**config.mk**
```make
export PLATFORM = sky130hd
export DESIGN_NAME = asic_top
export DESIGN_NICKNAME = d
export VERILOG_FILES = /design/src/hw/asic_pkg.sv /design/src/hw/asic_ifs.sv /design/src/hw/asic_top.sv /design/src/hw/io_ports.sv /design/src/hw/memory_mapper.sv /design/src/hw/raster_timing.sv /design/src/hw/wait_arbiter.sv
export VERILOG_INCLUDE_DIRS = /design/src /design/src/hw
export SDC_FILE = /design/constraint.sdc
export NUM_CORES = 1
export LEC_CHECK = 0
export CELL_PAD_IN_SITES_DETAIL_PLACEMENT = 1
export CELL_PAD_IN_SITES_GLOBAL_PLACEMENT = 2
export CORE_AREA = 8 8 105 107
export DETAILED_ROUTE_END_ITERATION = 10
export DIE_AREA = 0 0 113 115
export DONT_BUFFER_PORTS = 1
export PLACE_DENSITY = 0.82
export REMOVE_ABC_BUFFERS = 1
export SLEW_MARGIN = 20
export SYNTH_ARGS = -nofsm -noshare
export SYNTH_HDL_FRONTEND = slang
export SYNTH_HIERARCHICAL = 1
export SYNTH_SLANG_ARGS = --single-unit
```
**constraint.sdc**
```tcl
create_clock -name clk -period 2.8 [get_ports clk]
set_clock_uncertainty 0.2 [all_clocks]
set_input_delay 0.28 -clock clk [delete_from_list [all_inputs] [get_ports clk]]
set_output_delay 0.28 -clock clk [all_outputs]
set_load 0.02 [all_outputs]
```
**src/hw/asic_settings.svh**
```systemverilog
`ifndef ASIC_SETTINGS_SVH
`define ASIC_SETTINGS_SVH

////////////////////////////////////////////////////////////
// Line geometry, in pixel clocks
////////////////////////////////////////////////////////////
`define H_ACTIVE    512
`define H_RBORDER   64
`define H_FPORCH    16
`define H_SYNC      64
`define H_BPORCH    64
`define H_LBORDER   48
`define H_TOTAL     (`H_ACTIVE + `H_RBORDER + `H_FPORCH + `H_SYNC + `H_BPORCH + `H_LBORDER)

////////////////////////////////////////////////////////////
// Frame geometry, in lines
////////////////////////////////////////////////////////////
`define V_ACTIVE    192
`define V_BBORDER   48
`define V_FPORCH    4
`define V_SYNC      4
`define V_BPORCH    16
`define V_TBORDER   48
`define V_TOTAL     (`V_ACTIVE + `V_BBORDER + `V_FPORCH + `V_SYNC + `V_BPORCH + `V_TBORDER)

// First vsync line, also the frame interrupt line
`define V_SYNC_START    244
// Start of pixel fetch, also the interrupt pulse length
`define H_FETCH_START   256

// Counter widths
`define HC_W    10
`define VC_W    9

////////////////////////////////////////////////////////////
// I/O port numbers
////////////////////////////////////////////////////////////
`define PORT_LINEINT_STATUS 249
`define PORT_LMPR           250
`define PORT_HMPR           251
`define PORT_VMPR           252
`define PORT_BORDER         254

// Disk controller port ranges
`define DISC1_LO    224
`define DISC1_HI    231
`define DISC2_LO    240
`define DISC2_HI    247

// CPU address sections, 16 KB each
`define SECTION_A   0
`define SECTION_B   1
`define SECTION_C   2
`define SECTION_D   3

`define PAGE_W      5
`define RAM_ADDR_W  19

`endif

```
**src/hw/asic_pkg.sv**
```systemverilog
package asic_pkg;

    // Memory view of the CPU address
    typedef struct packed {
        logic [1:0]  section;
        logic [13:0] offset;
    } cpu_mem_addr_t;

    // I/O view, port number in the low byte
    typedef struct packed {
        logic [7:0] high;
        logic [7:0] port;
    } cpu_io_addr_t;

    // Same 16-bit word, decoded per cycle type
    typedef union packed {
        cpu_mem_addr_t mem;
        cpu_io_addr_t  io;
    } cpu_addr_u;

endpackage

```
**src/hw/asic_ifs.sv**
```systemverilog
`timescale 1ns/1ps

////////////////////////////////////////////////////////////
// Paging state from the port registers to the mapper
////////////////////////////////////////////////////////////
interface paging_if;
    logic [4:0] low_page;
    logic [4:0] high_page;
    logic       rom_a;
    logic       rom_d;
    logic       write_protect_a;
    logic       external_mem;

    modport regs (
        output low_page,
        output high_page,
        output rom_a,
        output rom_d,
        output write_protect_a,
        output external_mem
    );

    modport mapper (
        input low_page,
        input high_page,
        input rom_a,
        input rom_d,
        input write_protect_a,
        input external_mem
    );
endinterface

////////////////////////////////////////////////////////////
// Raster results for wait generation and status reads
////////////////////////////////////////////////////////////
interface raster_if;
    logic mem_contention;
    logic io_contention;
    logic vint_n;
    logic rint_n;

    modport timer (
        output mem_contention,
        output io_contention,
        output vint_n,
        output rint_n
    );

    modport arbiter (input mem_contention, input io_contention);
    modport status (input vint_n, input rint_n);
endinterface

```
**src/hw/asic_top.sv**
```systemverilog
`timescale 1ns/1ps

module asic_top import asic_pkg::*; (
    input  logic        clk,
    input  logic        rst_n,
    input  logic        mreq_n,
    input  logic        iorq_n,
    input  logic        rd_n,
    input  logic        wr_n,
    input  logic        ear,
    input  logic [7:0]  keyboard,
    input  logic [15:0] cpuaddr,
    input  logic [7:0]  data_from_cpu,
    output logic [7:0]  data_to_cpu,
    output logic        data_enable_n,
    output logic        wait_n,
    output logic [18:0] cpuramaddr,
    output logic        romcs_n,
    output logic        ramcs_n,
    output logic        ramwr_n,
    output logic        mic,
    output logic        beep,
    output logic        disc1_n,
    output logic        disc2_n,
    output logic        csync,
    output logic        int_n
);

    logic [1:0] screen_mode;
    logic       screen_off;
    logic [7:0] line_int;
    logic       rom_selected;

    paging_if pif ();
    raster_if rif ();

    ////////////////////////////////////////////////////////////
    // Port registers
    ////////////////////////////////////////////////////////////
    io_ports u_io_ports (
        .clk           (clk),
        .rst_n         (rst_n),
        .iorq_n        (iorq_n),
        .rd_n          (rd_n),
        .wr_n          (wr_n),
        .ear           (ear),
        .cpu_addr      (cpu_addr_u'(cpuaddr)),
        .data_from_cpu (data_from_cpu),
        .keyboard      (keyboard),
        .pif           (pif.regs),
        .rif           (rif.status),
        .screen_mode   (screen_mode),
        .screen_off    (screen_off),
        .line_int      (line_int),
        .data_to_cpu   (data_to_cpu),
        .data_enable_n (data_enable_n),
        .mic           (mic),
        .beep          (beep),
        .disc1_n       (disc1_n),
        .disc2_n       (disc2_n)
    );

    raster_timing u_raster_timing (
        .clk         (clk),
        .rst_n       (rst_n),
        .screen_off  (screen_off),
        .screen_mode (screen_mode),
        .line_int    (line_int),
        .rif         (rif.timer),
        .csync       (csync)
    );

    ////////////////////////////////////////////////////////////
    // CPU memory side
    ////////////////////////////////////////////////////////////
    memory_mapper u_memory_mapper (
        .mreq_n       (mreq_n),
        .wr_n         (wr_n),
        .cpu_addr     (cpu_addr_u'(cpuaddr)),
        .pif          (pif.mapper),
        .romcs_n      (romcs_n),
        .ramcs_n      (ramcs_n),
        .ramwr_n      (ramwr_n),
        .cpuramaddr   (cpuramaddr),
        .rom_selected (rom_selected)
    );

    wait_arbiter u_wait_arbiter (
        .mreq_n       (mreq_n),
        .iorq_n       (iorq_n),
        .rd_n         (rd_n),
        .wr_n         (wr_n),
        .rom_selected (rom_selected),
        .rif          (rif.arbiter),
        .wait_n       (wait_n)
    );

    assign int_n = rif.vint_n & rif.rint_n;

endmodule

```
**src/hw/io_ports.sv**
```systemverilog
`timescale 1ns/1ps
`include "asic_settings.svh"

module io_ports import asic_pkg::*; (
    input  logic         clk,
    input  logic         rst_n,
    input  logic         iorq_n,
    input  logic         rd_n,
    input  logic         wr_n,
    input  logic         ear,
    input  cpu_addr_u    cpu_addr,
    input  logic [7:0]   data_from_cpu,
    input  logic [7:0]   keyboard,
    paging_if.regs       pif,
    raster_if.status     rif,
    output logic [1:0]   screen_mode,
    output logic         screen_off,
    output logic [7:0]   line_int,
    output logic [7:0]   data_to_cpu,
    output logic         data_enable_n,
    output logic         mic,
    output logic         beep,
    output logic         disc1_n,
    output logic         disc2_n
);

    localparam logic [7:0] P_STATUS = 8'(`PORT_LINEINT_STATUS);
    localparam logic [7:0] P_LMPR   = 8'(`PORT_LMPR);
    localparam logic [7:0] P_HMPR   = 8'(`PORT_HMPR);
    localparam logic [7:0] P_VMPR   = 8'(`PORT_VMPR);
    localparam logic [7:0] P_BORDER = 8'(`PORT_BORDER);
    localparam logic [7:0] D1_LO    = 8'(`DISC1_LO);
    localparam logic [7:0] D1_HI    = 8'(`DISC1_HI);
    localparam logic [7:0] D2_LO    = 8'(`DISC2_LO);
    localparam logic [7:0] D2_HI    = 8'(`DISC2_HI);

    logic [7:0] vmpr;
    logic [7:0] lmpr;
    logic [7:0] hmpr;
    logic [7:0] border;
    logic [7:0] port;
    logic       io_wr;
    logic       io_rd;

    assign port  = cpu_addr.io.port;
    assign io_wr = ~iorq_n & ~wr_n;
    assign io_rd = ~iorq_n & ~rd_n;

    ////////////////////////////////////////////////////////////
    // Register writes
    ////////////////////////////////////////////////////////////
    always_ff @(posedge clk) begin
        if (!rst_n) begin
            vmpr     <= 8'h00;
            lmpr     <= 8'h00;
            hmpr     <= 8'h00;
            border   <= 8'h00;
            line_int <= 8'hff;
        end else if (io_wr) begin
            case (port)
                P_BORDER: border   <= data_from_cpu;
                P_VMPR:   vmpr     <= data_from_cpu;
                P_HMPR:   hmpr     <= data_from_cpu;
                P_LMPR:   lmpr     <= data_from_cpu;
                P_STATUS: line_int <= data_from_cpu;
                default: ;
            endcase
        end
    end

    // LMPR bit 5 low keeps ROM in section A
    assign pif.low_page        = lmpr[4:0];
    assign pif.rom_a           = ~lmpr[5];
    assign pif.rom_d           = lmpr[6];
    assign pif.write_protect_a = lmpr[7];
    assign pif.high_page       = hmpr[4:0];
    assign pif.external_mem    = hmpr[7];

    assign screen_mode = vmpr[6:5];
    // Screen blanking only exists in modes 3 and 4
    assign screen_off  = border[7] & vmpr[6];
    assign mic         = border[3];
    assign beep        = border[4];

    ////////////////////////////////////////////////////////////
    // Port reads and disk selects
    ////////////////////////////////////////////////////////////
    always_comb begin
        data_to_cpu   = 8'hff;
        data_enable_n = 1'b1;
        disc1_n       = 1'b1;
        disc2_n       = 1'b1;
        if (io_rd) begin
            data_enable_n = 1'b0;
            case (port)
                P_BORDER: data_to_cpu = {screen_off, ear, 1'b0, keyboard[4:0]};
                P_STATUS: data_to_cpu = {keyboard[7:5], 1'b1, rif.vint_n, 2'b11, rif.rint_n};
                P_VMPR:   data_to_cpu = vmpr;
                P_HMPR:   data_to_cpu = hmpr;
                P_LMPR:   data_to_cpu = lmpr;
                default: begin
                    // Disk controller drives the bus itself
                    data_enable_n = 1'b1;
                    if (port >= D1_LO && port <= D1_HI) begin
                        disc1_n = 1'b0;
                    end else if (port >= D2_LO && port <= D2_HI) begin
                        disc2_n = 1'b0;
                    end
                end
            endcase
        end
    end

    a_one_disc: assert property (@(posedge clk) disable iff (!rst_n)
        !(!disc1_n && !disc2_n));

endmodule

```
**src/hw/memory_mapper.sv**
```systemverilog
`timescale 1ns/1ps
`include "asic_settings.svh"

module memory_mapper import asic_pkg::*; (
    input  logic                    mreq_n,
    input  logic                    wr_n,
    input  cpu_addr_u               cpu_addr,
    paging_if.mapper                pif,
    output logic                    romcs_n,
    output logic                    ramcs_n,
    output logic                    ramwr_n,
    output logic [`RAM_ADDR_W-1:0]  cpuramaddr,
    output logic                    rom_selected
);

    localparam logic [1:0] SEC_A = 2'(`SECTION_A);
    localparam logic [1:0] SEC_B = 2'(`SECTION_B);
    localparam logic [1:0] SEC_C = 2'(`SECTION_C);
    localparam logic [1:0] SEC_D = 2'(`SECTION_D);

    logic [1:0]         section;
    logic [`PAGE_W-1:0] page;
    logic               ext_section;

    assign section = cpu_addr.mem.section;

    // ROM overlays section A or D
    assign rom_selected = ~mreq_n & (((section == SEC_A) & pif.rom_a)
                                   | ((section == SEC_D) & pif.rom_d));

    // External memory takes over the upper 32 KB
    assign ext_section = section[1] & pif.external_mem;

    assign romcs_n = ~rom_selected;
    assign ramcs_n = mreq_n | rom_selected | ext_section;

    ////////////////////////////////////////////////////////////
    // Page selection
    ////////////////////////////////////////////////////////////
    always_comb begin
        case (section)
            SEC_A:   page = pif.low_page;
            SEC_B:   page = pif.low_page + 1'b1;
            SEC_C:   page = pif.high_page;
            default: page = pif.high_page + 1'b1;
        endcase
    end

    assign cpuramaddr = {page, cpu_addr.mem.offset};

    assign ramwr_n = ramcs_n | wr_n | ((section == SEC_A) & pif.write_protect_a);

    // Sampled at the end of each memory cycle
    a_one_chip: assert property (@(posedge mreq_n)
        !(!romcs_n && !ramcs_n));

endmodule

```
**src/hw/raster_timing.sv**
```systemverilog
`timescale 1ns/1ps
`include "asic_settings.svh"

module raster_timing (
    input  logic        clk,
    input  logic        rst_n,
    input  logic        screen_off,
    input  logic [1:0]  screen_mode,
    input  logic [7:0]  line_int,
    raster_if.timer     rif,
    output logic        csync
);

    localparam logic [`HC_W-1:0] HC_LAST     = `HC_W'(`H_TOTAL - 1);
    localparam logic [`VC_W-1:0] VC_LAST     = `VC_W'(`V_TOTAL - 1);
    localparam logic [`HC_W-1:0] HS_START    = `HC_W'(`H_RBORDER + `H_FPORCH);
    localparam logic [`HC_W-1:0] HS_END      = `HC_W'(`H_RBORDER + `H_FPORCH + `H_SYNC);
    localparam logic [`VC_W-1:0] VS_START    = `VC_W'(`V_SYNC_START);
    localparam logic [`VC_W-1:0] VS_END      = `VC_W'(`V_SYNC_START + `V_SYNC);
    localparam logic [`VC_W-1:0] ACTIVE_END  = `VC_W'(`V_ACTIVE);
    localparam logic [`HC_W-1:0] FETCH_START = `HC_W'(`H_FETCH_START);
    localparam logic [7:0]       RINT_MAX    = 8'(`V_ACTIVE - 1);
    // Mode 1 attribute fetch slots end here
    localparam logic [`HC_W-1:0] MODE1_END   = `HC_W'(128);

    logic [`HC_W-1:0] hc;
    logic [`VC_W-1:0] vc;
    logic             hsync_on;
    logic             vsync_on;
    logic             fetching_pixels;
    logic [3:0]       slot;
    logic             contend;

    ////////////////////////////////////////////////////////////
    // Pixel and line counters
    ////////////////////////////////////////////////////////////
    always_ff @(posedge clk) begin
        if (!rst_n) begin
            hc <= '0;
            vc <= '0;
        end else if (hc == HC_LAST) begin
            hc <= '0;
            if (vc == VC_LAST) begin
                vc <= '0;
            end else begin
                vc <= vc + 1'b1;
            end
        end else begin
            hc <= hc + 1'b1;
        end
    end

    ////////////////////////////////////////////////////////////
    // Sync and interrupts
    ////////////////////////////////////////////////////////////
    assign hsync_on = (hc >= HS_START) && (hc < HS_END);
    assign vsync_on = (vc >= VS_START) && (vc < VS_END);

    // Serrated vsync, hsync polarity flips during the sync lines
    assign csync = ~(hsync_on ^ vsync_on);

    assign rif.vint_n = ~((vc == VS_START) && (hc < FETCH_START));
    assign rif.rint_n = ~((line_int <= RINT_MAX) && (vc == {1'b0, line_int})
                          && (hc < FETCH_START));

    ////////////////////////////////////////////////////////////
    // Contention windows
    ////////////////////////////////////////////////////////////
    assign fetching_pixels = (vc < ACTIVE_END) && (hc >= FETCH_START) && !screen_off;
    assign slot = hc[3:0];

    always_comb begin
        contend = 1'b0;
        if (fetching_pixels && slot < 4'd10) begin
            contend = 1'b1;
        end
        if (!fetching_pixels && (slot == 4'd0 || slot == 4'd1 || slot == 4'd8 || slot == 4'd9)) begin
            contend = 1'b1;
        end
        // Extra slots for the attribute fetch in mode 1
        if (screen_mode == 2'b00 && slot < 4'd10 && (hc < MODE1_END || hc >= FETCH_START)) begin
            contend = 1'b1;
        end
    end

    assign rif.mem_contention = contend;
    assign rif.io_contention  = contend;

    a_counter_range: assert property (@(posedge clk) disable iff (!rst_n)
        (hc <= HC_LAST) && (vc <= VC_LAST));

endmodule

```
**src/hw/wait_arbiter.sv**
```systemverilog
`timescale 1ns/1ps

module wait_arbiter (
    input  logic        mreq_n,
    input  logic        iorq_n,
    input  logic        rd_n,
    input  logic        wr_n,
    input  logic        rom_selected,
    raster_if.arbiter   rif,
    output logic        wait_n
);

    logic mem_wait;
    logic io_wait;

    // ROM sits off the video bus and never waits
    assign mem_wait = ~mreq_n & rif.mem_contention & ~rom_selected;

    assign io_wait = ~iorq_n & (~rd_n | ~wr_n) & rif.io_contention;

    assign wait_n = ~(mem_wait | io_wait);

endmodule

```
==> flow_metrics.tcl <==
set metrics [dict create \
    grtUsageTotal_pct 14.9 \
    drt-pass1-iter-count 4 \
    drc 0 \
    post_cts_buffers 0 \
    worst_ir_drop_vdd_mv 0.184 \
    timing.final.crit_share_pct 94.3 \
    p_leak_nw 1.16 \
    vias 2834 \
    row_count 36 \
    grt_max_degree 52 \
    relSlewSlack_pct 44.0 \
    clk_latency_ps 310 \
    final_nets 423 \
    clock.fmax_mhz 379 \
    final_area_um2 3560 \
    synth_edf_count 0 \
    required_ps 2320 \
    synth-seq-cells 54 \
    antenna_found_initial 0 \
    synthArstFlopShare_pct 0 \
    yosysWarnings 6 \
    yosysSeqAreaShare_pct 31.1 \
    worstPathArrival_ps 2160 \
    grt_pass1_wl_um 15400 \
    antennaDiodeCount 0 \
    path_clk_slew_ps 100 \
    final_common_cell "dfxtp_1" \
    synth.distinct_cells 62 \
    crit_path_end_kind "output port" \
    initial_core_util_pct 36.7 \
    fin_crit_ps 2640 \
    maxCapViolations 0 \
    fillCellCount 1110 \
    dp_slack_ps 422 \
    hold_class "in2reg" \
    h-tree-depth 2 \
    pin_count 77 \
    place_hpwl_um 7230 \
    drive_gt1_share_pct 10.0 \
    startpoint_type "flip-flop" \
    worst-slew-pin-transition_ps 839 \
    total_power_mw 1.41 \
    cts_tree "built" \
    first_global_vias 2867 \
    synthCells 405 \
    drv_slew 0 \
    worstSetupPathType "reg2out" \
    synthToLayoutAreaGrowth_pct 2.52 \
    avgSynthCellArea_um2 8.57 \
    wl_per_cell_um 19.5 \
    die_h_um 115 \
    placed_area_um2 3330 \
    setup_violations 0 \
    status "finished clean" \
    powerDensity_nw_per_um2 396 \
    dr.first_iter.drc_count 160 \
    timing.setup.tns_ps 0 \
    worst_slack_ps 160 \
    mostFrequentLayoutCells "dfxtp_1 (54), nand2_1 (49), mux2i_1 (42)" \
    cts_buffer_depth 2 \
    syn-cell-area_um2 3470 \
    core_um2 9460 \
    io_buffers 0 \
    die_w_um 113 \
    vias_per_cell 5.75 \
    clockRootBuffer "clkbuf_8" \
    ys.flop_type "dfxtp_1" \
    drt_wl_total_um 9630 \
    dieArea_um2 13000 \
    place_congestion 0.825 \
    numCtsBuffers 5 \
    rsz0062_at_grt "no" \
    grt.overflow.total 0 \
    finalHoldViolCount 0 \
    cts.sinks 54 \
    path_max_fanout 4 \
    ant_nets 0 \
]
-- registers in the layout, indices dropped and copies added, names as in the netlist --
signal / flops
u_raster_timing/hc: 10
u_io_ports/lmpr: 8
u_io_ports/line_int: 8
u_io_ports/border: 3
u_io_ports/hmpr: 8
u_io_ports/vmpr: 8
u_raster_timing/vc: 9
-- report_power, final --
group          total, mW  switching (mW)  internal, mW
combinational      0.105          0.0602        0.0445
sequential         0.778         0.00634         0.771
clock              0.525           0.258         0.267
-- final cells by class --
cell class | count | area [µm²] | share of cell area (%)
clock buffers | 6 | 72.6 | 2.04
clock inverters | 2 | 37.5 | 1.05
inverters | 13 | 48.8 | 1.37
multi-input cells | 289 | 2030 | 57.0
flip-flops and latches | 54 | 1080 | 30.4
well taps | 114 | 143 | 4.01
repair buffers | 15 | 148 | 4.15
-- repair_timing --
action,in CTS,in global routing
endpoints found under the setup margin,0,1
resized for setup,0,2
endpoints found under the hold margin,43,0
hold buffers,10,0
-- kinds of logic after synthesis --
group | count (synthesis) | synth area share (%)
simple gates | 154 | 24.2
compound gates | 64 | 13.2
buf+inv | 62 | 11.0
flops | 54 | 31.1
mux | 47 | 13.7
xor+xnor | 18 | 4.54
fa+ha+maj | 6 | 2.16
-- layer usage --
layer  GRT usage, %  wire (µm)  up-vias
met5              0          0        -
met4           3.82         96        0
met3           3.73        535       10
met2           26.8       4630       75
met1           17.2       4360     1384
li1               -          -     1365
-- per-stage QoR --
step / instances / hold slack, ps / util, %
2_1_floorplan: 356 / 142 / -
3_3_place_gp: 475 / 153 / 35.2
3_5_place_dp: 475 / 158 / 35.2
4_1_cts: 493 / 4.80 / 37.5
5_1_grt: 493 / 1.86 / 37.6
6_report: 493 / 25.6 / 37.6
-- worst max-delay path: stages, from the launching register on --
cell and delay (ps):
dfxtp_1 350, and2_1 180, a2111oi_1 540, o21ai_0 180, o31ai_1 180, nor3b_1 300
a31oi_2 120
-- cells in the mapped netlist, types with 6 or more instances --
master | number | area [µm²]
ha_1 | 6 | 75.1
clkbuf_1 | 8 | 30.0
nand2_1 | 49 | 184
xnor2_1 | 13 | 114
o21ai_2 | 8 | 70.1
o21ai_0 | 13 | 65.1
nor3_1 | 7 | 35.0
inv_1 | 12 | 45.0
a21oi_1 | 7 | 35.0
nand3_1 | 25 | 125
nor2_1 | 16 | 60.1
nor2b_1 | 11 | 68.8
mux2i_1 | 42 | 420
dfxtp_1 | 54 | 1080
buf_4 | 27 | 203
-- worst paths after layout --
| path | start | endpoint | slack, ps | depth (start not counted) |
|---|---|---|---|---|
| max | u_io_ports/vmpr[6] | wait_n | 160 | 6 |
| min | cpuaddr[2] | u_io_ports/lmpr[3] | 30 | 2 |
| max reg2reg | u_raster_timing/hc[0] | u_raster_timing/vc[7] | 450 | 5 |
| min reg2reg | u_io_ports/border[7] | u_io_ports/border[7] | 270 | 2 |
(Power assumes the default switching activity.)
